==> config.mk <==
export PLATFORM = sky130hd
export DESIGN_NAME = ppu_timing
export DESIGN_NICKNAME = d
export VERILOG_FILES = /design/src/logic/ppu_timing.sv
export SDC_FILE = /design/constraint.sdc
export NUM_CORES = 1
export LEC_CHECK = 0
export BUFFER_PORTS_ARGS = -buffer_cell sky130_fd_sc_hd__buf_2
export CORE_MARGIN = 3
export CORE_UTILIZATION = 49
export DETAILED_ROUTE_END_ITERATION = 7
export PLACE_DENSITY = 0.75
export SLEW_MARGIN = 10
export SYNTH_ARGS = -nofsm -noshare
export SYNTH_HDL_FRONTEND = slang
export SYNTH_SLANG_ARGS = --single-unit
==> constraint.sdc <==
create_clock -name clk -period 1.5 [get_ports clk]
set_clock_uncertainty 0.05 [all_clocks]
set_input_delay 0.075 -clock clk [delete_from_list [all_inputs] [get_ports clk]]
set_output_delay 0.075 -clock clk [all_outputs]
set_load 0.02 [all_outputs]
==> src/logic/ppu_timing.sv <==
`timescale 1ns/1ns
`default_nettype none

module ppu_timing #(
    parameter int h_total       = 456,
    parameter int v_total       = 154,
    parameter int v_blank_lines = 10,
    parameter int h_sync_start  = 76,
    parameter int sync_len      = 4,
    parameter int v_sync_start  = 6
) (
    input  wire        clk,
    input  wire        rst,
    input  wire        enable,
    output logic       hs,
    output logic       vs,
    output logic       line_start,
    output logic       in_vblank,
    output logic [8:0] h_count,
    output logic [7:0] line
);

    logic [7:0] v_count;

    // Both counters sit at 0 while the LCD is off
    always_ff @(posedge clk)
    begin
        if (rst || !enable)
        begin
            h_count <= 9'd0;
            v_count <= 8'd0;
        end
        else if (h_count == 9'(h_total - 1))
        begin
            h_count <= 9'd0;
            if (v_count == 8'(v_total - 1))
                v_count <= 8'd0;
            else
                v_count <= v_count + 8'd1;
        end
        else
        begin
            h_count <= h_count + 9'd1;
        end
    end

    //////////////////////////////////////////////////////////////////////
    // Sync and line flags
    //////////////////////////////////////////////////////////////////////

    assign hs = (h_count >= 9'(h_sync_start)) && (h_count < 9'(h_sync_start + sync_len));
    assign vs = (v_count >= 8'(v_sync_start)) && (v_count < 8'(v_sync_start + sync_len));

    assign in_vblank  = v_count < 8'(v_blank_lines);
    assign line_start = !in_vblank && (h_count == 9'd0);  // First clock of a visible line

    // Visible lines count from 0, blank lines follow them at 144 to 153
    always_comb
    begin
        if (!enable)
            line = 8'd0;
        else if (in_vblank)
            line = v_count + 8'(v_total - v_blank_lines);
        else
            line = v_count - 8'(v_blank_lines);
    end

endmodule

`default_nettype wire

==> results.py <==
metrics = {
    "status": {
        "status": "finished, violations left",
        "violations": "negative setup slack",
    },
    "placement": {
        "hpwl_um": 2440,
        "dp_slack_ns": -0.222,
        "globalplace.congestion": 0.813,
        "place_inst": 214,
        "numPortBuffers": 23,
    },
    "clock_tree": {
        "cts_tree": "done",
        "cts-hold-fix-buffers": 0,
        "cts_num_sinks": 17,
        "path_clk_slew_ns": 0.10,
        "clock_latency_ns": 0.31,
        "clockBufferDepth": 2,
        "cts_root_buf": "clkbuf_4",
        "htreeDepth": 1,
        "cts_buffers": 3,
    },
    "sta": {
        "fmax_ghz": 0.492,
        "worst_slack_ns": -0.532,
        "hold-worst-slack_ns": 0.0565,
        "min_period_ns": 2.03,
        "slew_viol_final": 0,
        "post-route-period-util_pct": 135,
        "maxSlewHeadroom_pct": 72.4,
        "rsz0062_at_grt": "true",
        "tightestPinTransition_ns": 0.413,
        "final-setup-viol-count": 27,
        "finalHoldViolCount": 0,
    },
    "layout": {
        "final_util_pct": 89.1,
        "final_net_count": 218,
        "final_cells": 231,
        "regArea_sq_um": 360,
        "multiInputGateArea_sq_um": 1060,
        "area_growth_pct": 66.7,
        "layout-drive-gt1-share_pct": 61.6,
        "nFillCells": 99,
        "diodes": 0,
    },
    "yosys": {
        "synth_top_family_by_area": "simple AND/OR/NAND/NOR gates",
        "synthAdderAreaFrac_pct": 11.3,
        "syn-num-nets": 159,
        "synth_edf_count": 0,
        "synth_mux_area_share_pct": 0,
        "avgSynthCellArea_sq_um": 8.39,
        "synth-async-reset-ratio_pct": 0,
        "synth_compound_area_share_pct": 8.33,
        "yosysSeqAreaShare_pct": 28.0,
        "synth_common_cells": "nor2_1 (28), dfxtp_1 (17), xnor2_1 (15), ha_1 (11), inv_1 (11)",
        "yosys.area.top_type": "dfxtp_1",
        "yosys_warnings": 0,
        "syn_inst": 145,
        "synthesis.area_sq_um": 1220,
        "yosysMostFrequentCell": "nor2_1",
        "synth-main-ff-cell": "dfxtp_1",
        "synth-seq-cells": 17,
        "synth_xor_area_share_pct": 12.2,
        "ys_types": 36,
        "synth.area.top_cells": "dfxtp_1 (28%), ha_1 (11%), xnor2_1 (11%)",
        "synthSimpleGateAreaFrac_pct": 32.6,
        "netlist.area_leader.share_pct": 28.0,
    },
    "die": {
        "dieArea_sq_um": 3120,
        "die_w_um": 55.8,
        "die_h_um": 55.8,
        "initial_core_util_pct": 53.4,
        "top_level_ports": 24,
        "rows": 17,
        "core_sq_um": 2280,
    },
    "detailed_routing": {
        "vias_per_cell": 5.93,
        "dr.pass1.iters": 4,
        "wire_per_inst_um": 19.4,
        "drt_iter0_drc": 71,
        "wirelength_um": 4490,
        "ant_nets": 0,
        "dr_total_vias": 1369,
        "drc": 0,
    },
    "critical_path": {
        "r2r-end": "v_count[6]$_SDFFE_PP0N_",
        "cp.arrival_ns": 1.91,
        "rrSetupSlack_ns": -0.11,
        "crit_cells": 7,
        "worst-setup-path-type": "reg -> out",
        "worstPathMaxFanout": 2,
        "slowest_delay_ns": 0.37,
        "critical_path_required_ns": 1.37,
        "timing.rr.start": "v_count[1]$_SDFFE_PP0N_",
        "cp_num_buf_inv": 2,
        "cp_cell_sequence": "inv_2 > ha_4 > nor2b_2 > or3_4 > or3b_1 > o211a_4 > buf_6",
        "crit_path_start_kind": "register",
        "slowest_stage": "or3b_1",
        "reg2regPathDepth": 6,
        "startpoint": "v_count[1]$_SDFFE_PP0N_",
        "setup.worst_path.end_class": "output pin",
        "endpoint": "line[7]",
        "cp_top_family": "simple AND/OR/NAND/NOR gates",
    },
    "worst_hold_path": {
        "hold_path.class": "in -> reg",
        "whs_path_depth": 3,
    },
    "pwr": {
        "peakVddDrop_mv": 0.489,
        "powerDensity_nw_per_um2": 389,
        "finalPower_mw": 0.789,
        "cellLeakagePower_nw": 0.821,
    },
    "flow_run": {
        "drv_cap": 0,
    },
    "grt": {
        "first_global_vias": 1335,
        "track_usage_pct": 26.2,
        "grt_max_degree": 11,
        "antenna_found_initial": 0,
        "overflow": 0,
        "grt_pass1_wl_um": 6420,
    },
}
-- metrics by stage --
step	instance area, sq um	TNS (ns)
after global placement	1590	-0.610
final	2030	-4.74
after floorplan	1310	-0.640
after CTS	1910	-3.79
after detailed placement	1590	-1.71
after global routing	2030	-6.63
-- per-layer routing --
metal,wire [um],vias to the layer above,GRT usage [%]
li1,-,602,-
met5,0,-,0
met1,1680,673,28.9
met4,142,0,12.9
met3,258,18,3.94
met2,2400,76,48.5
-- placed cells by master (no fill, tap or decap), types with 2 or more instances in the layout --
master,Yosys,routed
nor4_4,2,2
inv_6,0,2
dfxtp_2,0,7
clkbuf_4,0,3
buf_2,1,13
xnor2_1,15,14
dfxtp_4,0,3
buf_6,2,17
nand4_1,2,2
xor2_1,2,2
a21oi_1,5,3
nor3_1,7,4
o21ai_0,4,2
inv_1,11,6
nor2_4,1,4
nand3_1,4,4
buf_4,3,29
ha_1,11,4
nor2_1,28,17
inv_4,0,2
or3_4,0,2
ha_4,0,6
nor2_2,1,9
nand2_1,10,7
nor3_2,0,2
dfxtp_1,17,7
-- worst register-to-register path, stage by stage (launching register included) --
cell and delay [ns]:
dfxtp_2 0.36, buf_4 0.20, ha_1 0.26, nand4_1 0.14, nor3_1 0.25, xnor2_1 0.18, nor2_2 0.06
-- what timing repair did --
action | 4_1_cts | 5_1_grt
gates cloned | 0 | 0
pin swaps | 24 | 24
gates resized for setup | 60 | 30
setup buffers | 10 | 5
endpoints found under the setup margin | 26 | 20
-- cells by family after synthesis --
kind of cell	count (synthesis)
AOI/OAI and AO/OA	15
xor gates and xnor gates	17
adders and majority gates	11
buffers and inverters	17
DFF	17
and+or+nand+nor	68
-- flip-flops by register name, summed over array words and instances, names as in the netlist --
signal / cells
h_count: 9
v_count: 8
-- final cells by class --
class	count	area share (%)
Sequential cell	17	17.8
Multi-Input combinational cell	111	52.3
Clock buffer	4	1.30
Tap cell	28	1.73
Inverter	11	2.78
Timing Repair Buffer	60	24.1
-- worst min path at each step --
| stage | start | end | slack (ns) |
|---|---|---|---|
| detailed placement | rst | v_count[1]$_SDFFE_PP0N_ | 0.32 |
| CTS | rst | v_count[1]$_SDFFE_PP0N_ | 0.0006 |
| finish | rst | v_count[1]$_SDFFE_PP0N_ | 0.06 |
| global route | rst | v_count[1]$_SDFFE_PP0N_ | 0.05 |
| floorplan | rst | v_count[1]$_SDFFE_PP0N_ | 0.21 |
| global placement | rst | v_count[1]$_SDFFE_PP0N_ | 0.32 |
-- report_power, final --
| group | leakage [nW] | internal [mW] | switching (mW) |
|---|---|---|---|
| sequential | 0.143 | 0.449 | 0.00195 |
| combinational | 0.663 | 0.0330 | 0.0418 |
| clock | 0.0150 | 0.104 | 0.159 |
| total | 0.821 | 0.586 | 0.203 |
Power figures use the tool's default switching activity.
