**src/logic/ppu_pkg.sv**
```systemverilog
`default_nettype none

package ppu_pkg;

    //////////////////////////////////////////////////////////////////////
    // Frame geometry
    //////////////////////////////////////////////////////////////////////

    localparam int h_total         = 456;  // Clocks per line
    localparam int v_total         = 154;  // Lines per frame
    localparam int v_blank_lines   = 10;   // Lines 0 to 9 are vblank
    localparam int h_sync_start    = 76;
    localparam int sync_len        = 4;
    localparam int v_sync_start    = 6;
    localparam int oam_cycles      = 80;   // Idle mode 2 at line start
    localparam int pixels_per_line = 160;
    localparam int tiles_per_line  = 20;

    //////////////////////////////////////////////////////////////////////
    // CPU bus map
    //////////////////////////////////////////////////////////////////////

    localparam logic [15:0] addr_lcdc = 16'hFF40;
    localparam logic [15:0] addr_stat = 16'hFF41;
    localparam logic [15:0] addr_scy  = 16'hFF42;
    localparam logic [15:0] addr_scx  = 16'hFF43;
    localparam logic [15:0] addr_ly   = 16'hFF44;  // Read-only
    localparam logic [15:0] addr_bgp  = 16'hFF47;
    localparam logic [15:0] vram_base = 16'h8000;
    localparam logic [15:0] vram_last = 16'h9FFF;

    // Same encoding as STAT bits 1:0
    typedef enum logic [1:0] {
        hblank = 2'd0,
        vblank = 2'd1,
        oam    = 2'd2,
        xfer   = 2'd3
    } ppu_mode_t;

    // LCDC flags, bit 7 first
    typedef struct packed {
        logic enable;
        logic win_map;
        logic win_en;
        logic data_sel;   // 1 = unsigned tiles at 0000
        logic map_sel;    // 1 = map at 1C00
        logic obj_size;
        logic obj_en;
        logic bg_en;
    } lcdc_flags_t;

    // Bus side sees the byte, render side the flags
    typedef union packed {
        logic [7:0]  raw;
        lcdc_flags_t f;
    } lcdc_u;

    typedef struct packed {
        logic [15:0] addr;
        logic [7:0]  wdata;
        logic        rd;
        logic        wr;
    } cpu_req_t;

    typedef struct packed {
        logic [12:0] addr;
        logic [7:0]  wdata;
        logic        we;
        logic        re;
    } vram_cpu_t;

    typedef struct packed {
        lcdc_u      lcdc;
        logic [7:0] scx;
        logic [7:0] scy;
    } bg_cfg_t;

endpackage

`default_nettype wire

```
**src/logic/ppu_pixel_shifter.sv**
```systemverilog
`timescale 1ns/1ns
`default_nettype none

module ppu_pixel_shifter (
    input  wire        clk,
    input  wire        rst,
    input  wire        bg_en,
    input  wire [7:0]  bgp,
    input  wire        push,
    input  wire [15:0] tile_bits,
    output logic [1:0] pixel,
    output logic       pixel_valid,
    output logic       credit_return,
    output logic       line_done
);

    logic [15:0] tile_buf [2];  // Ping-pong pair
    logic [1:0]  full;
    logic        wr_sel;
    logic        rd_sel;
    logic [2:0]  bit_idx;       // Pixel within the current tile
    logic [7:0]  pix_count;
    logic [15:0] cur;
    logic [1:0]  color;

    assign cur         = tile_buf[rd_sel];
    assign pixel_valid = full[rd_sel];

    // Leftmost pixel is bit 7, high bit from the second byte
    assign color = bg_en ? {cur[{1'b1, ~bit_idx}], cur[{1'b0, ~bit_idx}]} : 2'b00;
    assign pixel = bgp[{color, 1'b0} +: 2];

    assign credit_return = pixel_valid && (bit_idx == 3'd7);
    assign line_done     = pixel_valid && (pix_count == 8'(ppu_pkg::pixels_per_line - 1));

    always_ff @(posedge clk)
    begin
        if (push)
            tile_buf[wr_sel] <= tile_bits;
    end

    always_ff @(posedge clk)
    begin
        if (rst)
        begin
            full      <= 2'b00;
            wr_sel    <= 1'b0;
            rd_sel    <= 1'b0;
            bit_idx   <= 3'd0;
            pix_count <= 8'd0;
        end
        else
        begin
            if (push)
            begin
                full[wr_sel] <= 1'b1;
                wr_sel       <= !wr_sel;
            end
            if (pixel_valid)
            begin
                bit_idx   <= bit_idx + 3'd1;
                pix_count <= line_done ? 8'd0 : pix_count + 8'd1;
                if (credit_return)  // Tile drained, hand the slot back
                begin
                    full[rd_sel] <= 1'b0;
                    rd_sel       <= !rd_sel;
                end
            end
        end
    end

endmodule

`default_nettype wire

```
**config.mk**
```make
export PLATFORM = sky130hd
export DESIGN_NAME = ppu_pixel_shifter
export DESIGN_NICKNAME = d
export VERILOG_FILES = /design/src/logic/ppu_pkg.sv /design/src/logic/ppu_pixel_shifter.sv
export SDC_FILE = /design/constraint.sdc
export NUM_CORES = 1
export LEC_CHECK = 0
export BUFFER_PORTS_ARGS = -buffer_cell sky130_fd_sc_hd__buf_2
export CORE_MARGIN = 1
export CORE_UTILIZATION = 25
export DETAILED_ROUTE_END_ITERATION = 10
export SYNTH_ARGS = -nofsm -noshare
export SYNTH_HDL_FRONTEND = slang
export SYNTH_SLANG_ARGS = --single-unit
```
**constraint.sdc**
```tcl
create_clock -name clk -period 1.8 [get_ports clk]
set_clock_uncertainty 0.1 [all_clocks]
set_input_delay 0.09 -clock clk [delete_from_list [all_inputs] [get_ports clk]]
set_output_delay 0.09 -clock clk [all_outputs]
set_load 0.02 [all_outputs]
```
==> impl_metrics.tcl <==
set metrics [dict create \
    synth_commonest_cells "32 x edfxtp_1, 16 x dfxtp_1, 15 x mux2i_1, 13 x nand2_1, 11 x nor2_1" \
    n_antenna_cell 0 \
    rsz0062_at_grt "yes" \
    synth_cells 140 \
    slew_headroom 0.690 \
    clk_path_buf_depth 2 \
    synth-edff-count 32 \
    min-delay-start "rst" \
    nNetsFinal 236 \
    fin_area_sq_um 2760 \
    globalRouteTotalUtil 0.0910 \
    clkSlewWorstSetupHoldPaths_ns 0.09 \
    finalNonFillerCells 308 \
    gp_congestion 0.726 \
    ys.flop_type "edfxtp_1" \
    synthXorXnorAreaFrac 0.0306 \
    firstDrtPassIters 4 \
    row_count 32 \
    drv_cap 0 \
    setup_violations 2 \
    worstPathArrival_ns 2.18 \
    min_path_type "in -> reg" \
    tightest_slew_ns 0.466 \
    r2r_slack_ns 0.22 \
    synthTopCellsByArea "edfxtp_1 48%, dfxtp_1 16%, mux2i_1 7.5%" \
    status "complete, but fails checks" \
    initial_core_util 0.259 \
    finalWorstSetupSlack_ns -0.572 \
    synth_nets 171 \
    cts_buffers 5 \
    yosysWarnings 0 \
    worstReg2RegStart "rd_sel$_SDFFE_PP0P_" \
    regArea_sq_um 1290 \
    clock-sinks 48 \
    vias 1284 \
    r2r_cells 6 \
    path_class "reg -> out" \
    dieArea_sq_um 8360 \
    synth-seq-area-share 0.640 \
    r2r_end "pix_count[0]$_SDFFE_PP0N_" \
    power_density_nw_per_um2 892 \
    clock.fmax_mhz 422 \
    yosys.area.top_type "edfxtp_1" \
    die_width_um 91.5 \
    drv_slew 0 \
    fin_util 0.357 \
    worstHoldPathCells 2 \
    dp_hpwl_um 2560 \
    worstSetupEndpointType "primary output" \
    routed_wirelength_um 3560 \
    wire_per_inst_um 11.5 \
    synthSimpleGateAreaFrac 0.0988 \
    grt_start_max_net_pins 18 \
    period_minus_slack_ns 2.37 \
    synth_seq_cells 48 \
    synth_top_area_share 0.480 \
    viasPerCell 4.17 \
    critPathMaxFanout 8 \
    fin_crit_sh 1.32 \
    synth.distinct_cells 31 \
    multi_input_area_sq_um 729 \
    required_ns 1.61 \
    syn_avg_cell_area_sq_um 14.3 \
    final_layout_size_suffix_gt1_frac 0.330 \
    synthAdderAreaFrac 0.0188 \
    area_delta_synth_final_pct 38.0 \
    worst_setup_path_start_kind "flip-flop" \
    htreeDepth 2 \
    yosysMostFrequentCell "edfxtp_1" \
    synthMuxAreaShare 0.159 \
    place_inst 278 \
    ir_drop_uv 331 \
    synth_async_sr_flop_share 0 \
    clock-root-buffer "clkbuf_8" \
    synth_top_family_by_area "multiplexers" \
    drt-initial-drc-count 78 \
    holdPathEnd "pix_count[2]$_SDFFE_PP0N_" \
    die_h_um 91.5 \
    coreArea_sq_um 7730 \
    drc 0 \
    dpl_worst_slack_ns -0.276 \
    synth_compound_area_frac 0.0369 \
    hold_violations 0 \
    violations "setup timing" \
    fillers 758 \
    antenna_found_initial 0 \
    grt_pass1_wl_um 5940 \
    grt_pass1_vias 1258 \
    io_pins 33 \
    p_leak_nw 1.01 \
    grt_overflow 0 \
    netlist_area_sq_um 2000 \
    cts_tree "built" \
    place_area_sq_um 2380 \
    ant_nets 0 \
    clock_latency_ns 0.29 \
    portBuffers 32 \
]
==> sequential cells by signal, indices dropped and copies added (netlist names), named ones only <==
name       count
wr_sel         1
full           2
rd_sel         1
pix_count      8
bit_idx        3
tile_buf      32
==> through the flow <==
step           total power [W]  setup TNS (ns)  hold slack, ns
2_1_floorplan          0.00143          -0.237          0.0618
3_3_place_gp           0.00152          -0.411           0.180
3_5_place_dp           0.00153          -0.527           0.186
4_1_cts                0.00248           -1.15          0.0205
5_1_grt                0.00256           -1.27          0.0344
6_report               0.00246           -1.11          0.0264
==> how the worst max path moves through the flow <==
stage                   start       end  slack, ns
CTS                 flip-flop  pixel[1]      -0.59
finish              flip-flop  pixel[1]      -0.57
global placement    flip-flop  pixel[1]      -0.21
floorplan           flip-flop  pixel[0]      -0.12
detailed placement  flip-flop  pixel[1]      -0.28
global route        flip-flop  pixel[0]      -0.64
==> power breakdown <==
| part | total [W] | switching, W | internal, W |
|---|---|---|---|
| registers | 0.00126 | 0.0000256 | 0.00124 |
| clock network | 0.000914 | 0.000355 | 0.000559 |
| logic | 0.000287 | 0.000131 | 0.000156 |
==> placed cells by master, fill, tap and decap left out, types with 4 or more instances in the layout <==
cell           netlist  layout
nand2_1             13      13
buf_2                1      30
a21oi_1              6       6
clkbuf_8             0       5
mux2i_1             15      11
mux4_1               5       4
dfxtp_1             16      13
edfxtp_1            32      32
xor2_1               5       5
buf_4                0      12
nor2_1              11      11
dlygate4sd3_1        0      17
==> kinds of logic after synthesis <==
kind of cell / count (synthesis)
fa+ha+maj: 3
compound gates: 12
flops: 48
buf+inv: 6
xor+xnor: 7
simple gates: 42
mux: 22
==> timing repair <==
action                                  CTS  global route
hold endpoints to repair                 33             0
setup buffers                             3             2
gates resized for setup                   6             3
pin swaps                                 1             1
cloned                                    0             0
endpoints found under the setup margin    2             4
hold buffers                             17             0
==> routing by layer <==
layer  up-vias  routed length, um  global-route usage  share of wire
met5         -                  0                   0              0
met4         0                 43              0.0357          0.012
met3         4                153              0.0226          0.043
met2        29               1600               0.143           0.45
met1       598               1760               0.120           0.49
li1        653                  -                   -              -
==> layout make-up <==
class | instances | area share
flip-flops and latches | 48 | 0.466
clock buffers | 5 | 0.0249
multi-input cells | 86 | 0.264
inverters | 2 | 0.00272
well taps | 102 | 0.0462
repair buffers | 62 | 0.170
clock inverters | 3 | 0.0249
==> worst max-delay path: stages (launching register included) <==
cell,delay (ns)
dfxtp_4,0.37
buf_12,0.14
mux2i_1,0.11
mux4_2,0.53
mux2i_4,0.21
mux2i_1,0.26
mux2i_2,0.09
buf_4,0.17
Note: power is estimated with default switching activity, not from simulation.
