--- src/logic/ppu_pkg.sv ---
`default_nettype none

package ppu_pkg;

    //////////////////////////////////////////////////////////////////////
    // Frame geometry
    //////////////////////////////////////////////////////////////////////

    localparam int h_total         = 456;  // Clocks per line
    localparam int v_total         = 154;  // Lines per frame
    localparam int v_blank_lines   = 10;   // Lines 0 to 9 are vblank
    localparam int h_sync_start    = 76;
    localparam int sync_len        = 4;
    localparam int v_sync_start    = 6;
    localparam int oam_cycles      = 80;   // Idle mode 2 at line start
    localparam int pixels_per_line = 160;
    localparam int tiles_per_line  = 20;

    //////////////////////////////////////////////////////////////////////
    // CPU bus map
    //////////////////////////////////////////////////////////////////////

    localparam logic [15:0] addr_lcdc = 16'hFF40;
    localparam logic [15:0] addr_stat = 16'hFF41;
    localparam logic [15:0] addr_scy  = 16'hFF42;
    localparam logic [15:0] addr_scx  = 16'hFF43;
    localparam logic [15:0] addr_ly   = 16'hFF44;  // Read-only
    localparam logic [15:0] addr_bgp  = 16'hFF47;
    localparam logic [15:0] vram_base = 16'h8000;
    localparam logic [15:0] vram_last = 16'h9FFF;

    // Same encoding as STAT bits 1:0
    typedef enum logic [1:0] {
        hblank = 2'd0,
        vblank = 2'd1,
        oam    = 2'd2,
        xfer   = 2'd3
    } ppu_mode_t;

    // LCDC flags, bit 7 first
    typedef struct packed {
        logic enable;
        logic win_map;
        logic win_en;
        logic data_sel;   // 1 = unsigned tiles at 0000
        logic map_sel;    // 1 = map at 1C00
        logic obj_size;
        logic obj_en;
        logic bg_en;
    } lcdc_flags_t;

    // Bus side sees the byte, render side the flags
    typedef union packed {
        logic [7:0]  raw;
        lcdc_flags_t f;
    } lcdc_u;

    typedef struct packed {
        logic [15:0] addr;
        logic [7:0]  wdata;
        logic        rd;
        logic        wr;
    } cpu_req_t;

    typedef struct packed {
        logic [12:0] addr;
        logic [7:0]  wdata;
        logic        we;
        logic        re;
    } vram_cpu_t;

    typedef struct packed {
        lcdc_u      lcdc;
        logic [7:0] scx;
        logic [7:0] scy;
    } bg_cfg_t;

endpackage

`default_nettype wire

--- src/logic/ppu_fetcher.sv ---
`timescale 1ns/1ns
`default_nettype none

module ppu_fetcher #(
    parameter int oam_cycles = 80
) (
    input  wire                     clk,
    input  wire                     rst,
    input  wire ppu_pkg::bg_cfg_t   cfg,
    input  wire                     line_start,
    input  wire                     in_vblank,
    input  wire [8:0]               h_count,
    input  wire [7:0]               line,
    output ppu_pkg::ppu_mode_t      mode,
    output logic [12:0]             fetch_addr,
    input  wire [7:0]               fetch_data,
    output logic                    push,
    output logic [15:0]             tile_bits,
    input  wire                     credit_return,
    input  wire                     line_done
);

    // A states present an address and B states take the data
    typedef enum logic [3:0] {
        st_idle, st_oam,
        st_map_a, st_map_b, st_lo_a, st_lo_b, st_hi_a, st_hi_b,
        st_push, st_drain
    } state_t;

    state_t      state;
    logic [4:0]  tile;
    logic [1:0]  credits;
    logic [7:0]  tile_id;
    logic [7:0]  data_lo;
    logic [7:0]  data_hi;
    logic [7:0]  bg_y;
    logic [4:0]  map_col;
    logic [12:0] map_addr;
    logic [12:0] tile_base;
    logic [12:0] data_addr;

    //////////////////////////////////////////////////////////////////////
    // Address generation
    //////////////////////////////////////////////////////////////////////

    assign bg_y     = line + cfg.scy;
    assign map_col  = cfg.scx[7:3] + tile;  // Wraps at 32 tiles
    assign map_addr = (cfg.lcdc.f.map_sel ? 13'h1C00 : 13'h1800) + {3'b000, bg_y[7:3], map_col};

    // Signed ids are based at 1000
    assign tile_base = cfg.lcdc.f.data_sel ? {1'b0, tile_id, 4'h0}
                                           : 13'h1000 + {tile_id[7], tile_id, 4'h0};
    assign data_addr = tile_base + {9'd0, bg_y[2:0], 1'b0};

    always_comb
    begin
        case (state)
            st_map_a: fetch_addr = map_addr;
            st_hi_a:  fetch_addr = data_addr | 13'h0001;
            default:  fetch_addr = data_addr;
        endcase
    end

    always_comb
    begin
        case (state)
            st_idle:
                if (line_start)
                    mode = ppu_pkg::oam;  // h count 0 of a visible line
                else if (cfg.lcdc.f.enable && in_vblank)
                    mode = ppu_pkg::vblank;
                else
                    mode = ppu_pkg::hblank;
            st_oam:  mode = ppu_pkg::oam;
            default: mode = ppu_pkg::xfer;
        endcase
    end

    //////////////////////////////////////////////////////////////////////
    // Line FSM
    //////////////////////////////////////////////////////////////////////

    always_ff @(posedge clk)
    begin
        if (rst || !cfg.lcdc.f.enable)
            state <= st_idle;
        else if (line_start)
            state <= st_oam;
        else
        begin
            case (state)
                st_oam:
                    if (h_count == 9'(oam_cycles - 1))
                        state <= st_map_a;
                st_map_a: state <= st_map_b;
                st_map_b: state <= st_lo_a;
                st_lo_a:  state <= st_lo_b;
                st_lo_b:  state <= st_hi_a;
                st_hi_a:  state <= st_hi_b;
                st_hi_b:  state <= st_push;
                st_push:  // Stalls here with no credit
                    if (credits != 2'd0)
                        state <= (tile == 5'(ppu_pkg::tiles_per_line - 1)) ? st_drain : st_map_a;
                st_drain:
                    if (line_done)
                        state <= st_idle;
                default:  state <= st_idle;
            endcase
        end
    end

    always_ff @(posedge clk)
    begin
        case (state)
            st_map_b: tile_id <= fetch_data;
            st_lo_b:  data_lo <= fetch_data;
            st_hi_b:  data_hi <= fetch_data;
        endcase
    end

    always_ff @(posedge clk)
    begin
        if (rst || line_start)
            tile <= 5'd0;
        else if (push)
            tile <= tile + 5'd1;
    end

    // One credit per free tile slot in the shifter
    always_ff @(posedge clk)
    begin
        if (rst || line_start)
            credits <= 2'd2;
        else if (push && !credit_return)
            credits <= credits - 2'd1;
        else if (credit_return && !push)
            credits <= credits + 2'd1;
    end

    assign push      = (state == st_push) && (credits != 2'd0);
    assign tile_bits = {data_hi, data_lo};

endmodule

`default_nettype wire

--- config.mk ---
export PLATFORM = sky130hd
export DESIGN_NAME = ppu_fetcher
export DESIGN_NICKNAME = d
export VERILOG_FILES = /design/src/logic/ppu_pkg.sv /design/src/logic/ppu_fetcher.sv
export SDC_FILE = /design/constraint.sdc
export NUM_CORES = 1
export LEC_CHECK = 0
export BUFFER_PORTS_ARGS = -buffer_cell sky130_fd_sc_hd__clkbuf_2
export CORE_MARGIN = 5
export CORE_UTILIZATION = 40
export CTS_CLUSTER_SIZE = 30
export DETAILED_ROUTE_END_ITERATION = 16
export PLACE_DENSITY = 0.82
export RECOVER_POWER = 50
export SYNTH_ARGS = -nofsm -noshare
export SYNTH_HDL_FRONTEND = slang
export SYNTH_SLANG_ARGS = --single-unit
--- constraint.sdc ---
create_clock -name clk -period 2.5 [get_ports clk]
set_input_delay 0.375 -clock clk [delete_from_list [all_inputs] [get_ports clk]]
set_output_delay 0.375 -clock clk [all_outputs]
set_load 0.05 [all_outputs]
==> out/metrics.csv, run 1 <==
metric;value;unit
status;completed;
dieHeight;79.9;um
cts_buffer_depth;2;
cp-start-kind;input pin;
p_comb_share;16.7;%
worstPathArrival;2.02;ns
yosysSeqAreaShare;48.1;%
criticalPathCategory;in2out;
setup_tns;0;ns
dr.pass1.iters;4;
remaining_drc_errors;0;
p_seq_share;51.0;%
hp-class;in2reg;
start_util;41.4;%
slew_headroom;57.8;%
synthCells;188;
ys.flop_type;edfxtp_1;
die_area;0.00638;mm^2
drt-initial-drc-count;113;
detail_route.wl_per_cell;14.1;um
antenna_found_initial;0;
yosys-top-cells-count;24 x edfxtp_1, 19 x nand2_1, 15 x nor2_1;
cts_tree;built;
portBuffers;78;
cts_buffers;5;
cts.sinks;35;
fin_total_pwr;1.22;mW
synth_edf_count;24;
via_count;1733;
clock_latency;0.29;ns
worstPathRequired;2.12;ns
power_per_cell_area;475;mW/mm^2
via_per_inst;5.04;
fmax;418;MHz
maxCapViolCount;0;
async_flop_share;0;%
wl;4.85;mm
rows;25;
ys_ff_latch;35;
hold_viol;0;
yosys.area.top_type_share;36.9;%
yosysWarningCount;0;
worst_pin_slew;0.635;ns
syn_nets;258;
grt_max_degree;23;
drive_above_1_share;29.2;%
diodes;0;
crit_fanout;2;
die_w;79.9;um
finalMaxSlewViolations;0;
grt_pass1_vias;1674;
syn_to_final_growth;31.2;%
hpwl;3.66;mm
h-tree-depth;2;
timing.hold.ws;0.310;ns
dpl-instance-area;0.00246;mm^2
grt_setup_unrepaired;no;
ys_types;42;
power.share.clock;32.4;%
period_share;95.7;%
num_io_pins;87;
fin_skew;0.00869;ns
switching_share;26.8;%
peakVddDrop;0.000247;V
cp-end-kind;output port;
finalSetupViolations;0;
synth_area;0.00195;mm^2
nets;346;
leakage;1.06;nW
intPower;0.892;mW
period_minus_slack;2.39;ns
clk_pin_slew;0.08;ns
overflow;0;
netSwitchingPower;0.327;mW
yosysMostFrequentCell;edfxtp_1;
gp_congestion;0.792;
syn_area_per_cell;10.4;um^2
antenna_left;0;
grt_use_total;14.6;%
design_area;0.00256;mm^2
coreArea;0.00472;mm^2
ys_top_cells_by_area;edfxtp_1 37%, dfxtp_1 11%, ha_1 8.3%;
yosys.area.top_type;edfxtp_1;
r2r_slack;0.30;ns
grt_pass1_wl;7.27;mm
root_buffer;clkbuf_8;
-- final cells by class --
cell class,count,area (um^2)
clock buffers,5,68.8
clock inverters,3,20.0
fillers,428,2160
inverters,5,18.8
multi-input cells,140,978
flip-flops and latches,35,945
well taps,67,83.8
repair buffers,89,450
-- flip-flops by register name (all words and copies together) (netlist names) --
signal   cells
tile_id      8
credits      2
data_hi      8
tile         5
state        4
data_lo      8
-- power by group through the flow --
stage | Sequential [mW] | Combinational (mW) | Clock [mW]
after floorplan | 0.634 | 0.128 | 0
after global placement | 0.635 | 0.193 | 0
after detailed placement | 0.635 | 0.199 | 0
after CTS | 0.622 | 0.200 | 0.406
after global routing | 0.622 | 0.221 | 0.427
final | 0.622 | 0.203 | 0.395
-- worst paths after layout --
kind | startpoint | end | depth (start not counted)
hold / removal | fetch_data[5] | tile_id[5] | 1
setup / recovery | cfg[0] | fetch_addr[8] | 8
setup reg to reg | state[3] | credits[1] | 6
hold reg to reg | tile[2] | tile[2] | 2
-- cells in the final DEF, fill, tap and decap left out, types with 2 or more instances in the layout --
| cell | count |
|---|---|
| clkbuf_2 | 51 |
| clkbuf_1 | 26 |
| edfxtp_1 | 24 |
| nand2_1 | 19 |
| nor2_1 | 15 |
| ha_1 | 13 |
| dfxtp_1 | 10 |
| buf_4 | 10 |
| xor2_1 | 9 |
| nor3_1 | 8 |
| o21ai_1 | 8 |
| a21oi_1 | 7 |
| o21ai_0 | 6 |
| xnor2_1 | 6 |
| inv_1 | 5 |
| nand3_1 | 5 |
| clkbuf_8 | 5 |
| nor2b_1 | 4 |
| o211ai_1 | 4 |
| a21o_1 | 4 |
| and3_1 | 3 |
| nor4b_1 | 2 |
| o21a_1 | 2 |
| o41ai_1 | 2 |
| or3_1 | 2 |
| a31oi_1 | 2 |
| clkinvlp_4 | 2 |
-- timing repair --
action | in CTS | in global routing
setup buffers | 0 | 2
setup endpoints to repair | 2 | 3
pin swaps | 0 | 1
hold buffers | 0 | 0
gates cloned | 0 | 1
gates resized for setup | 4 | 9
endpoints found under the hold margin | 0 | 0
-- layer usage --
metal | wire length (um) | vias to the layer above | GRT usage, %
met1 | 1900 | 791 | 16.3
met4 | 102 | 0 | 7.09
li1 | - | 867 | -
met2 | 2520 | 66 | 26.4
met3 | 324 | 9 | 2.48
met5 | 0 | - | 0
-- stage by stage --
stage / util, % / std cells / setup slack [ns]
floorplan: - / 188 / -0.130
global placement: 52.0 / 333 / 0.0255
detailed placement: 52.0 / 333 / -0.0416
CTS: 54.1 / 341 / 0.0138
global route: 54.3 / 344 / 0.00187
finish: 54.3 / 344 / 0.109
-- cell families (layout without fill, tap and decap cells) --
kind of cell,Yosys count,after routing,share of synthesized area [%]
flip-flops,35,35,48.1
adder cells (fa/ha/maj),15,15,10.4
XOR/XNOR,15,15,6.72
AO/OA/AOI/OAI,40,40,12.9
AND/OR/NAND/NOR,69,70,18.5
buffers and inverters,14,102,3.33
-- worst max-delay path, stage by stage --
cell and delay, ns:
clkbuf_2 0.08, ha_1 0.23, fa_1 0.41, a21o_1 0.20, a221oi_2 0.25, xor2_1 0.19, o21ai_1 0.08, buf_4 0.20
(Power assumes the default switching activity.)
==> run 2: changes to the inputs <==
==> constraint.sdc (replaced) <==
create_clock -name clk -period 2.5 [get_ports clk]
set_input_delay 0.5 -clock clk [delete_from_list [all_inputs] [get_ports clk]]
set_output_delay 0.5 -clock clk [all_outputs]
set_load 0.05 [all_outputs]
==> run 2 against run 1 <==
The run now ends with setup timing left. Setup slack worse by 0.27 ns. Maximum frequency is 10% lower. Utilization is 4.6 points higher. Sequential share of layout area is 2.9 points lower. Via count is 2.5% higher. Largest power group unchanged. Highest routed layer unchanged.
==> out/metrics.csv, run 2 (synthesized netlist as in run 1, its figures left out) <==
metric;value;unit;change
status;finished, violations left;;was completed
violations;setup timing;;
slew_headroom;56.7;%;was 57.8%
cp-start-kind;input pin;;unchanged
gp_congestion;0.804;;was 0.792
fin_skew;0.00488;ns;was 0.00869 ns
period_share;106;%;was 95.7%
die_area;0.00638;mm^2;unchanged
worstPathArrival;2.16;ns;was 2.02 ns
coreArea;0.00472;mm^2;unchanged
diodes;0;;unchanged
maxCapViolCount;0;;unchanged
finalMaxSlewViolations;0;;unchanged
cts.sinks;35;;unchanged
remaining_drc_errors;0;;unchanged
grt_max_degree;15;;was 23
worst_pin_slew;0.652;ns;was 0.635 ns
cts_buffers;5;;unchanged
leakage;1.16;nW;was 1.06 nW
grt_setup_unrepaired;yes;;was no
antenna_found_initial;0;;unchanged
setup_tns;-0.158;ns;was 0 ns
crit_fanout;2;;unchanged
antenna_left;0;;unchanged
grt_pass1_vias;1738;;was 1674
rows;25;;unchanged
fillers;392;;was 428
via_per_inst;5.02;;was 5.04
nets;356;;was 346
peakVddDrop;0.000273;V;was 0.000247 V
final_cell_mix;51 x clkbuf_2, 24 x edfxtp_1, 23 x clkbuf_1;;was 51 x clkbuf_2, 26 x clkbuf_1, 24 x edfxtp_1
grt_use_total;14.9;%;was 14.6%
finalSetupViolations;1;;was 0
via_count;1776;;was 1733
period_minus_slack;2.66;ns;was 2.39 ns
wl;4.92;mm;was 4.85 mm
worstPathRequired;2.00;ns;was 2.12 ns
hp-class;in2reg;;unchanged
clk_pin_slew;0.07;ns;was 0.08 ns
power_per_cell_area;481;mW/mm^2;was 475 mW/mm^2
cp-end-kind;output port;;unchanged
overflow;0;;unchanged
root_buffer;clkbuf_8;;unchanged
place_inst;337;;was 333
top_regs;data_hi x8, data_lo x8, tile_id x8;;unchanged
num_io_pins;87;;unchanged
cts_tree;built;;unchanged
clock_latency;0.28;ns;was 0.29 ns
cts_buffer_depth;2;;unchanged
hold_viol;0;;unchanged
start_util;41.4;%;unchanged
drt-initial-drc-count;68;;was 113
syn_to_final_growth;42.3;%;was 31.2%
detail_route.wl_per_cell;13.9;um;was 14.1 um
dieHeight;79.9;um;unchanged
instances_no_fill;354;;was 344
worst_slack;-0.158;ns;was 0.109 ns
dr.pass1.iters;4;;unchanged
fmax;376;MHz;was 418 MHz
drive_above_1_share;38.3;%;was 29.2%
grt_pass1_wl;7.49;mm;was 7.27 mm
criticalPathCategory;in2out;;unchanged
die_w;79.9;um;unchanged
h-tree-depth;2;;unchanged
portBuffers;78;;unchanged
hpwl;3.73;mm;was 3.66 mm
layout_commonest_cell;clkbuf_2;;unchanged
run 2: power breakdown:
group	internal [mW]	switching, mW	total [mW]
registers	0.620	0.00305	0.623
logic	0.0943	0.130	0.225
clock network	0.296	0.195	0.491
total	1.01	0.328	1.34
run 2: worst paths after layout:
path | cells past startpoint | end | from | slack (ns)
worst max-delay path | 8 | fetch_addr[8] | line[0] | -0.16
worst max register to register | 6 | credits[1] | state[0] | 0.30
worst min register to register | 2 | tile[1] | tile[1] | 0.52
worst min-delay path | 3 | credits[1] | rst | 0.45
run 2: through the flow:
stage                     util [%]  worst slack [ns]  hold slack [ns]  instance area, um^2  power, mW
after global routing          58.9            -0.155            0.450                 2780       1.39
after floorplan                  -            -0.380            0.496                 1970      0.764
after global placement        53.5            -0.206            0.526                 2530      0.835
after CTS                     57.2            -0.138            0.413                 2700       1.34
after detailed placement      53.5            -0.340            0.547                 2530      0.840
final                         58.9            -0.158            0.453                 2780       1.34
run 2: per-layer routing:
metal  GRT usage (%)  share of wire [%]  routed length [um]  vias up
met5               0                  0                   0        -
met4            4.22               0.73                  36        0
met3            3.39                6.0                 296        4
met2            27.4                 52                2570       66
met1            17.0                 41                2020      816
li1                -                  -                   -      890
run 2: critical path, cell delays in order:
cell	delay, ns
buf_6	0.10
ha_4	0.15
fa_2	0.35
a21o_1	0.22
a221oi_2	0.29
xor2_1	0.27
o21ai_2	0.11
buf_12	0.15
run 2: what timing repair did:
action	4_1_cts	5_1_grt
gates cloned	0	1
endpoints found under the hold margin	0	0
hold buffers	0	0
pin swaps	4	12
buffers inserted	2	6
endpoints found under the setup margin	5	7
gates resized for setup	12	14
run 2: cell type report:
| cell class | instances | area (um^2) | share of cell area [%] |
|---|---|---|---|
| Inverter | 5 | 18.8 | 0.675 |
| Tap cell | 67 | 83.8 | 3.01 |
| Timing Repair Buffer | 99 | 569 | 20.5 |
| Sequential cell | 35 | 943 | 33.9 |
| Clock buffer | 5 | 68.8 | 2.47 |
| Multi-Input combinational cell | 140 | 1050 | 37.9 |
| Clock inverter | 3 | 43.8 | 1.57 |
