File: src/logic/ppu_pkg.sv
`default_nettype none

package ppu_pkg;

    //////////////////////////////////////////////////////////////////////
    // Frame geometry
    //////////////////////////////////////////////////////////////////////

    localparam int h_total         = 456;  // Clocks per line
    localparam int v_total         = 154;  // Lines per frame
    localparam int v_blank_lines   = 10;   // Lines 0 to 9 are vblank
    localparam int h_sync_start    = 76;
    localparam int sync_len        = 4;
    localparam int v_sync_start    = 6;
    localparam int oam_cycles      = 80;   // Idle mode 2 at line start
    localparam int pixels_per_line = 160;
    localparam int tiles_per_line  = 20;

    //////////////////////////////////////////////////////////////////////
    // CPU bus map
    //////////////////////////////////////////////////////////////////////

    localparam logic [15:0] addr_lcdc = 16'hFF40;
    localparam logic [15:0] addr_stat = 16'hFF41;
    localparam logic [15:0] addr_scy  = 16'hFF42;
    localparam logic [15:0] addr_scx  = 16'hFF43;
    localparam logic [15:0] addr_ly   = 16'hFF44;  // Read-only
    localparam logic [15:0] addr_bgp  = 16'hFF47;
    localparam logic [15:0] vram_base = 16'h8000;
    localparam logic [15:0] vram_last = 16'h9FFF;

    // Same encoding as STAT bits 1:0
    typedef enum logic [1:0] {
        hblank = 2'd0,
        vblank = 2'd1,
        oam    = 2'd2,
        xfer   = 2'd3
    } ppu_mode_t;

    // LCDC flags, bit 7 first
    typedef struct packed {
        logic enable;
        logic win_map;
        logic win_en;
        logic data_sel;   // 1 = unsigned tiles at 0000
        logic map_sel;    // 1 = map at 1C00
        logic obj_size;
        logic obj_en;
        logic bg_en;
    } lcdc_flags_t;

    // Bus side sees the byte, render side the flags
    typedef union packed {
        logic [7:0]  raw;
        lcdc_flags_t f;
    } lcdc_u;

    typedef struct packed {
        logic [15:0] addr;
        logic [7:0]  wdata;
        logic        rd;
        logic        wr;
    } cpu_req_t;

    typedef struct packed {
        logic [12:0] addr;
        logic [7:0]  wdata;
        logic        we;
        logic        re;
    } vram_cpu_t;

    typedef struct packed {
        lcdc_u      lcdc;
        logic [7:0] scx;
        logic [7:0] scy;
    } bg_cfg_t;

endpackage

`default_nettype wire

File: src/logic/ppu_bus_regs.sv
`timescale 1ns/1ns
`default_nettype none

module ppu_bus_regs (
    input  wire                     clk,
    input  wire                     rst,
    input  wire ppu_pkg::cpu_req_t  req,
    input  wire ppu_pkg::ppu_mode_t mode,
    input  wire [7:0]               line,
    output ppu_pkg::vram_cpu_t      vram_cpu,
    input  wire [7:0]               vram_rdata,
    output ppu_pkg::bg_cfg_t        cfg,
    output logic [7:0]              bgp,
    output logic [7:0]              d_rd,
    output logic                    rd_valid
);

    logic       in_vram;
    logic [3:0] stat_hi;    // STAT bits 6:3
    logic [7:0] reg_rdata;
    logic [7:0] rdata_q;
    logic       vram_rd_q;
    logic       rd_q;

    assign in_vram = (req.addr >= ppu_pkg::vram_base) && (req.addr <= ppu_pkg::vram_last);

    // VRAM port, the memory applies the mode check
    assign vram_cpu = '{
        addr:  req.addr[12:0],
        wdata: req.wdata,
        we:    req.wr && in_vram,
        re:    req.rd && in_vram
    };

    //////////////////////////////////////////////////////////////////////
    // Register file
    //////////////////////////////////////////////////////////////////////

    always_ff @(posedge clk)
    begin
        if (rst)
        begin
            cfg.lcdc.raw <= 8'h00;
            cfg.scy      <= 8'h00;
            cfg.scx      <= 8'h00;
            stat_hi      <= 4'h0;
            bgp          <= 8'hFC;
        end
        else if (req.wr)
        begin
            case (req.addr)
                ppu_pkg::addr_lcdc: cfg.lcdc.raw <= req.wdata;
                ppu_pkg::addr_stat: stat_hi <= req.wdata[6:3];  // Mode bits stay live
                ppu_pkg::addr_scy:  cfg.scy <= req.wdata;
                ppu_pkg::addr_scx:  cfg.scx <= req.wdata;
                ppu_pkg::addr_bgp:  bgp <= req.wdata;
            endcase
        end
    end

    // Unmapped and OAM space fall through to FF
    always_comb
    begin
        case (req.addr)
            ppu_pkg::addr_lcdc: reg_rdata = cfg.lcdc.raw;
            ppu_pkg::addr_stat: reg_rdata = {1'b1, stat_hi, 1'b0, mode};
            ppu_pkg::addr_scy:  reg_rdata = cfg.scy;
            ppu_pkg::addr_scx:  reg_rdata = cfg.scx;
            ppu_pkg::addr_ly:   reg_rdata = line;
            ppu_pkg::addr_bgp:  reg_rdata = bgp;
            default:            reg_rdata = 8'hFF;
        endcase
    end

    //////////////////////////////////////////////////////////////////////
    // Read return, two cycles for every address
    //////////////////////////////////////////////////////////////////////

    always_ff @(posedge clk)
    begin
        if (rst)
        begin
            rd_q     <= 1'b0;
            rd_valid <= 1'b0;
        end
        else
        begin
            rd_q     <= req.rd;
            rd_valid <= rd_q;
        end
    end

    // Register data waits one cycle to line up with VRAM
    always_ff @(posedge clk)
    begin
        vram_rd_q <= in_vram;
        rdata_q   <= reg_rdata;
        if (rd_q)
            d_rd <= vram_rd_q ? vram_rdata : rdata_q;
    end

endmodule

`default_nettype wire

File: config.mk
export PLATFORM = sky130hd
export DESIGN_NAME = ppu_bus_regs
export DESIGN_NICKNAME = d
export VERILOG_FILES = /design/src/logic/ppu_pkg.sv /design/src/logic/ppu_bus_regs.sv
export SDC_FILE = /design/constraint.sdc
export NUM_CORES = 1
export LEC_CHECK = 0
export BUFFER_PORTS_ARGS = -buffer_cell sky130_fd_sc_hd__buf_2
export CAP_MARGIN = 40
export CORE_MARGIN = 1.5
export CORE_UTILIZATION = 48
export DETAILED_ROUTE_END_ITERATION = 8
export PLACE_DENSITY_LB_ADDON = 0.1
export SLEW_MARGIN = 20
export SYNTH_ARGS = -nofsm -noshare
export SYNTH_HDL_FRONTEND = slang
export SYNTH_SLANG_ARGS = --single-unit
File: constraint.sdc
create_clock -name clk -period 2.36 [get_ports clk]
set_input_delay 0.118 -clock clk [delete_from_list [all_inputs] [get_ports clk]]
set_output_delay 0.118 -clock clk [all_outputs]
set_load 0.01 [all_outputs]
==> impl_results.rst, run 1 <==
.. list-table::
   :header-rows: 1

   * - Metric
     - Value
   * - Outcome
     - complete, no violations
   * - Count of antenna diodes in the layout
     - 0
   * - Arrival time at the worst endpoint
     - 1930 ps
   * - Startpoint Class
     - input pin
   * - TritonCTS clock tree
     - yes
   * - Routed vias/inst
     - 5.08
   * - Worst hold slack after final layout
     - 13.7 ps
   * - Sequential cell area fraction in the yosys report
     - 44.0%
   * - Critical path start-end classification
     - input pin to flip-flop
   * - Classification of the worst-slack hold path
     - input pin to flip-flop
   * - Total wirelength of the detailed-routed design
     - 5.86 mm
   * - Detailed-route via count
     - 2,043
   * - Nets in the synthesized netlist
     - 292
   * - Maximum Capacitance Violations
     - 0
   * - Tot GR Track Use
     - 19.4%
   * - Syn Std Cell Area
     - 2690 µm²
   * - Detailed-route wire length per cell
     - 14.6 µm
   * - IR Drop Worst-Case VDD
     - 329 µV
   * - Hold Startpoint
     - req[23]
   * - Hpwl dp
     - 4.36 mm
   * - Initial antenna violation count
     - 0
   * - Area share of the largest cell type after synthesis
     - 35.0%
   * - First-pass GRT wire length
     - 9.20 mm
   * - # port buffers
     - 109
   * - Slack of the worst reg-to-reg path
     - 960 ps
   * - Worst EP required
     - 2600 ps
   * - Final slew viol count
     - 0
   * - Proportion of synthesized flip-flops having asynchronous set or reset
     - 0%
   * - Horizontal extent of the die
     - 77.8 µm
   * - Worst-case reg-to-reg path depth
     - 3
   * - Remaining global-route overflow
     - 0
   * - I/O pin count
     - 110
   * - Worst hold path stage count
     - 2
   * - Hold Fails Final Rpt
     - 0
   * - Setup-failing EPs final
     - 0
   * - Vias in the first global route
     - 1,852
   * - Iteration-0 DRC count of the detailed router
     - 64
   * - Clock skew
     - 8.88 ps
   * - DRC errors left
     - 0
   * - Library cell contributing the largest single delay on the critical path
     - or4b_4
   * - Maximum frequency from static timing analysis
     - 588 MHz
   * - Total iterations of the first detailed-routing run
     - 4
   * - Final worst-path cycle share
     - 72.0%
   * - Floorplan die area
     - 6050 µm²
   * - Clock-pin transition on the worst setup and hold timing paths
     - 90 ps
   * - Final net count
     - 375
   * - Unrepaired setup endpoints after global routing
     - no
   * - Latest clock arrival within the worst-skew pair
     - 300 ps
   * - Cell Chain, Critical Path
     - buf_2, or4b_4, nor4_4, and2_1, mux2i_1
   * - Power density relative to cell area
     - 534 nW/µm²
   * - Root buffer selected by CTS
     - clkbuf_8
   * - Min-Delay Endpoint
     - vram_rd_q
   * - Antenna-violating nets left
     - 0
   * - R2R Path Start
     - cfg[22]
   * - Top cell family by delay on the critical path
     - simple AND/OR/NAND/NOR gates
   * - Starting utilization of the core area
     - 49.4%
   * - Layout cell share with drive strength beyond 1
     - 42.7%
   * - Yosys top cell by area
     - dfxtp_1
   * - Combined buffer and inverter count along the critical path
     - 1
   * - Worst-Margin Slew
     - 646 ps
   * - Post-Synthesis Mean Instance Area
     - 10.9 µm²
   * - Post-layout min period
     - 1700 ps
   * - Worst path max stage delay
     - 590 ps
   * - Number of placement rows
     - 27
   * - Number of instances resized during post-cts repair
     - 0
   * - Reg-to-Reg End
     - rdata_q[6]
   * - Total of fill cells in the finished design
     - 469
   * - Clock H-tree levels
     - 2
   * - Core Area
     - 5440 µm²
   * - Largest fanout on the critical path
     - 8
   * - Number of post-CTS setup repair buffers
     - 0
   * - Ranking of synthesized cells by area
     - dfxtp_1 (35%), mux2i_1 (11%), edfxtp_1 (8.9%)
   * - Number of buffers on the longest clock path
     - 2
   * - Distinct cell type count after synthesis
     - 38
   * - Synth Instances
     - 246
   * - Setup total negative slack
     - 0 ps
   * - Nature of the critical path endpoint
     - flip-flop
   * - Final weighted congestion of routability-driven global placement
     - 0.770
   * - Height of the die
     - 77.8 µm
   * - Area Overhead vs Synth
     - 19.9%
   * - Prevailing post-synth register cell
     - dfxtp_1
   * - Flops & latches, synth
     - 55
   * - EDFF count, synth
     - 8
   * - Inserted Clock Buffers
     - 5
   * - Worst max-slew margin expressed relative to the limit
     - 56.9%
   * - Leakage power total
     - 1.42 nW
   * - Number of synthesis warnings
     - 0
   * - Maximum number of pins on one net before global-route repair
     - 47
   * - Sinks on the clock net
     - 55
   * - Number of hold buffers added after CTS
     - 0
report_power, final:
part           switching [mW]  total, mW  internal [mW]  leakage (nW)
clock                   0.292      0.610          0.318        0.0557
combinational          0.0802      0.153         0.0731         0.931
sequential            0.00468      0.957          0.952         0.432
logic make-up (layout without fill, tap and decap cells):
kind of cell / count (synthesis) / after routing / synth area share [%]
and+or+nand+nor: 83 / 83 / 20.6
AOI/OAI and AO/OA: 28 / 28 / 7.31
muxes: 44 / 44 / 19.6
DFF: 55 / 55 / 44.0
buffers and inverters: 36 / 120 / 8.48
layout make-up:
type                    count  area, µm²  share of cell area, %
repair buffers            111        561                   17.4
clock buffers               6       72.6                   2.25
flip-flops and latches     55       1180                   36.7
multi-input cells         155       1280                   39.7
well taps                  72       90.1                   2.80
clock inverters             2       36.3                   1.13
inverters                   1       3.75                  0.117
registers in the layout, summed over array words and instances (netlist names):
| name | flops |
|---|---|
| cfg | 24 |
| bgp | 8 |
| d_rd | 8 |
| rdata_q | 8 |
| stat_hi | 4 |
| rd_q | 1 |
| rd_valid | 1 |
| vram_rd_q | 1 |
layout by cell type, fill, tap and decap left out, types with 2 or more instances in the layout:
cell type,instances
dfxtp_1,47
o21ai_0,10
buf_2,109
nand3_1,9
clkbuf_8,5
nand2b_1,37
a22o_1,7
nor2_1,2
nor2b_1,4
mux2i_1,29
nor3_1,2
nand2_1,5
and2_1,3
nor4_4,2
buf_4,2
mux2_2,9
nand3b_1,6
nand4_1,3
a211o_1,6
mux4_2,6
a21oi_1,2
edfxtp_1,8
worst register-to-register path: stages, from the launching register on:
cell and delay, ps:
dfxtp_1 340, mux4_2 500, a22o_1 220, a211o_1 230
Yosys cell counts (all sizes together), types with 2 or more instances:
library cell	instances
dfxtp	47
nand2b	37
mux2i	29
buf	28
nand3	10
o21ai	10
mux2	9
edfxtp	8
a22o	7
clkbuf	7
a211o	6
mux4	6
nand2	6
nand3b	6
and2	4
nor2b	4
nand4	3
a21oi	2
nor2	2
nor3	2
nor4	2
worst max path at each step:
stage | slack [ps] | startpoint | cells after the start | to
global route | 530 | req[14] | 5 | cfg[21]
CTS | 660 | req[14] | 5 | cfg[22]
finish | 660 | req[14] | 5 | cfg[22]
floorplan | 690 | req[14] | 5 | bgp[5]
detailed placement | 330 | req[14] | 5 | cfg[19]
global placement | 360 | req[14] | 5 | cfg[20]
metal layers:
metal | routed length, µm | track usage, % | share of wire [%] | vias up
met5 | 0 | 0 | 0 | -
met4 | 44 | 4.36 | 0.75 | 0
met3 | 304 | 4.00 | 5.2 | 6
met2 | 2740 | 31.0 | 47 | 67
met1 | 2770 | 26.9 | 47 | 949
li1 | - | - | - | 1021
stage by stage:
stage / setup WS, ps / instance area (µm²) / std cells / utilization, % / power [mW]
after floorplan: 688 / 2690 / 246 / - / 1.08
after global placement: 362 / 3110 / 394 / 57.2 / 1.13
after detailed placement: 328 / 3110 / 394 / 57.2 / 1.13
after CTS: 663 / 3220 / 402 / 59.2 / 1.74
after global routing: 532 / 3220 / 402 / 59.2 / 1.78
final: 660 / 3220 / 402 / 59.2 / 1.72
No activity file was read; power rests on OpenSTA's default activity.
==> inputs of run 2 (changes only) <==
--- a/config.mk
+++ b/config.mk
@@ -8,7 +8,7 @@
 export BUFFER_PORTS_ARGS = -buffer_cell sky130_fd_sc_hd__buf_2
 export CAP_MARGIN = 40
 export CORE_MARGIN = 1.5
-export CORE_UTILIZATION = 48
+export CORE_UTILIZATION = 43
 export DETAILED_ROUTE_END_ITERATION = 8
 export PLACE_DENSITY_LB_ADDON = 0.1
 export SLEW_MARGIN = 20
==> constraint.sdc (replaced) <==
create_clock -name clk -period 1.5 [get_ports clk]
set_input_delay 0.075 -clock clk [delete_from_list [all_inputs] [get_ports clk]]
set_output_delay 0.075 -clock clk [all_outputs]
set_load 0.01 [all_outputs]
==> run 2 against run 1 <==
  * Total power grew 53%
  * Combinational power grew 86%
  * Non-clock buffer count up 25
  * Via count up 4.2%
  * Count of clock-buffer cells in the layout decreased by 1
  * Worst setup slack lost 550 ps
  * Final cell count up 7.0%
  * Sequential power increased by 58%
  * Sequential share of layout area is 2.4 points lower
  * Critical path type is now flip-flop to flip-flop
  * Critical endpoint is now rdata_q[3]
==> impl_results.rst, run 2 (same netlist as run 1, synthesis figures left out) <==
.. list-table::
   :header-rows: 1

   * - Metric
     - Value
   * - Count of antenna diodes in the layout
     - 0 (unchanged)
   * - Core Area
     - 5990 µm² (+10%)
   * - Detailed-route via count
     - 2,128 (+4.2%)
   * - Maximum frequency from static timing analysis
     - 720 MHz
   * - Largest register FFs
     - 24 (unchanged)
   * - R2R Path Start
     - cfg[11]
   * - Library cell contributing the largest single delay on the critical path
     - mux4_2
   * - Final slew viol count
     - 0 (unchanged)
   * - Leakage power total
     - 1.55 nW (+8.9%)
   * - Height of the die
     - 82.0 µm (+5.4%)
   * - Arrival time at the worst endpoint
     - 1590 ps (-340 ps)
   * - Total instance count after detailed placement
     - 414 (+5.1%)
   * - Inserted Clock Buffers
     - 5 (unchanged)
   * - Number of post-CTS setup repair buffers
     - 0 (unchanged)
   * - Root buffer selected by CTS
     - clkbuf_8
   * - Latest clock arrival within the worst-skew pair
     - 310 ps (about the same)
   * - Clock H-tree levels
     - 2 (unchanged)
   * - Number of placement rows
     - 28 (+3.7%)
   * - Power density relative to cell area
     - 761 nW/µm² (+42%)
   * - Worst hold slack after final layout
     - 7.19 ps (-6.55 ps)
   * - Critical path start-end classification
     - flip-flop to flip-flop
   * - Routed vias/inst
     - 4.95 (-2.6%)
   * - IR Drop Worst-Case VDD
     - 433 µV (+32%)
   * - Post-layout min period
     - 1390 ps
   * - DRC errors left
     - 0 (unchanged)
   * - Largest fanout on the critical path
     - 3 (-5)
   * - End point of the critical path
     - rdata_q[3]
   * - Horizontal extent of the die
     - 82.0 µm (+5.4%)
   * - Cell Chain, Critical Path
     - mux4_2, a22o_1, a211o_1
   * - Remaining global-route overflow
     - 0 (unchanged)
   * - Final cell utilization of the core
     - 57.6% (-1.6 points)
   * - Final weighted congestion of routability-driven global placement
     - 0.791 (+2.8%)
   * - Stages on worst setup path
     - 3 (-2)
   * - Tot GR Track Use
     - 19.4% (+0.074 points)
   * - Commonest cells after routing, fill and taps aside
     - buf_2 (109), dfxtp_1 (47), nand2b_1 (37)
   * - Combined buffer and inverter count along the critical path
     - 0 (-1)
   * - Top cell family by delay on the critical path
     - multiplexers
   * - First-pass GRT wire length
     - 9.87 mm (+7.2%)
   * - Worst max-slew margin expressed relative to the limit
     - 61.0% (+4.0 points)
   * - Largest register by flop count
     - cfg
   * - Worst path max stage delay
     - 490 ps (-100 ps)
   * - Antenna-violating nets left
     - 0 (unchanged)
   * - Final worst-path cycle share
     - 92.6%
   * - Layout cell share with drive strength beyond 1
     - 45.4% (+2.6 points)
   * - Clock skew
     - 9.21 ps (+0.326 ps)
   * - Area Overhead vs Synth
     - 28.5%
   * - Outcome
     - complete, no violations
   * - Classification of the worst-slack hold path
     - input pin to flip-flop
   * - Global routing met2 resource utilization
     - 32.6% (+1.7 points)
   * - Slack of the worst reg-to-reg path
     - 110 ps (-850 ps)
   * - Reg-to-Reg End
     - rdata_q[3]
   * - Final net count
     - 400 (+6.7%)
   * - Vias in the first global route
     - 2,051 (+11%)
   * - Fraction of met1 tracks used by global routing
     - 25.5% (-1.4 points)
   * - Crit path launch
     - cfg[11]
   * - Layout Cells excl Fill
     - 430 (+7.0%)
   * - Maximum number of pins on one net before global-route repair
     - 43 (-8.5%)
   * - Worst EP required
     - 1700 ps (-900 ps)
   * - Setup-failing EPs final
     - 0 (unchanged)
   * - Sinks on the clock net
     - 55 (unchanged)
   * - Floorplan die area
     - 6730 µm² (+11%)
   * - Leading cell type in the layout, fill and taps excluded
     - buf_2
   * - Startpoint Class
     - flip-flop
   * - Unrepaired setup endpoints after global routing
     - no
   * - Clock-pin transition on the worst setup and hold timing paths
     - 110 ps (+20 ps)
   * - Initial antenna violation count
     - 0 (unchanged)
   * - Detailed-route wire length per cell
     - 14.5 µm (-0.33%)
   * - Maximum Capacitance Violations
     - 0 (unchanged)
   * - I/O pin count
     - 110 (unchanged)
   * - Total wirelength of the detailed-routed design
     - 6.25 mm (+6.6%)
   * - Hold Fails Final Rpt
     - 0 (unchanged)
   * - Hpwl dp
     - 4.84 mm (+11%)
   * - Most congested layer reported by global routing
     - met2
   * - Nature of the critical path endpoint
     - flip-flop
   * - Worst-case reg-to-reg path depth
     - 3 (unchanged)
   * - Iteration-0 DRC count of the detailed router
     - 48 (-25%)
   * - Number of buffers on the longest clock path
     - 2 (unchanged)
   * - Global Route met3 Usage
     - 3.78% (-0.22 points)
   * - # port buffers
     - 109 (unchanged)
   * - TritonCTS clock tree
     - yes
   * - Worst-Margin Slew
     - 585 ps (-60.4 ps)
   * - Total iterations of the first detailed-routing run
     - 4 (unchanged)
   * - Starting utilization of the core area
     - 44.8% (-4.5 points)
## run 2: changes by cell type in the layout (fill, tap and decap cells not counted), moves of 2 or more
cell,change
inv_6,+2
dlygate4sd3_1,+8
buf_4,+15
buf_12,+2
## run 2: how the worst min path moves through the flow
stage	slack, ps	end	start	cells past startpoint
6_report	7	rd_q	req[1]	2
5_1_grt	20	rd_q	req[1]	2
3_5_place_dp	280	vram_rd_q	req[23]	2
4_1_cts	5	rd_q	req[1]	2
3_3_place_gp	280	vram_rd_q	req[24]	2
2_1_floorplan	170	vram_rd_q	req[24]	1
## run 2: layout make-up
| class | instances | area, µm² |
|---|---|---|
| Sequential cell | 55 | 1180 |
| Timing Repair Buffer | 136 | 793 |
| Clock inverter | 3 | 22.5 |
| Multi-Input combinational cell | 155 | 1290 |
| Tap cell | 75 | 93.8 |
| Clock buffer | 5 | 68.8 |
| Fill cell | 540 | 2540 |
| Inverter | 1 | 3.75 |
## run 2: repair_timing
action	4_1_cts	5_1_grt
resized for setup	0	1
hold buffers	8	0
endpoints found under the setup margin	0	2
endpoints found under the hold margin	7	0
## run 2: power breakdown
part	internal (mW)	switching, mW
Sequential	1.50	0.00768
Combinational	0.149	0.136
Clock	0.339	0.496
## run 2: metrics by stage
step | setup TNS, ps | setup slack, ps | power, mW | instance area, µm²
3_5_place_dp | -5210 | -198 | 1.81 | 3280
6_report | 0 | 111 | 2.63 | 3450
5_1_grt | 0 | 53.8 | 2.76 | 3450
2_1_floorplan | -42.5 | -21.2 | 1.70 | 2700
4_1_cts | 0 | 114 | 2.66 | 3450
3_3_place_gp | -4980 | -191 | 1.81 | 3280
## run 2: layer usage
metal	wire length, µm	part of all wire [%]	up-vias
met2	3000	48	54
met5	0	0	-
li1	-	-	1072
met3	274	4.4	6
met4	61	0.98	0
met1	2920	47	996
## run 2: worst register-to-register path: stages (launching register included)
cell     delay, ps
dfxtp_1        340
mux4_2         490
a22o_1         220
a211o_1        220
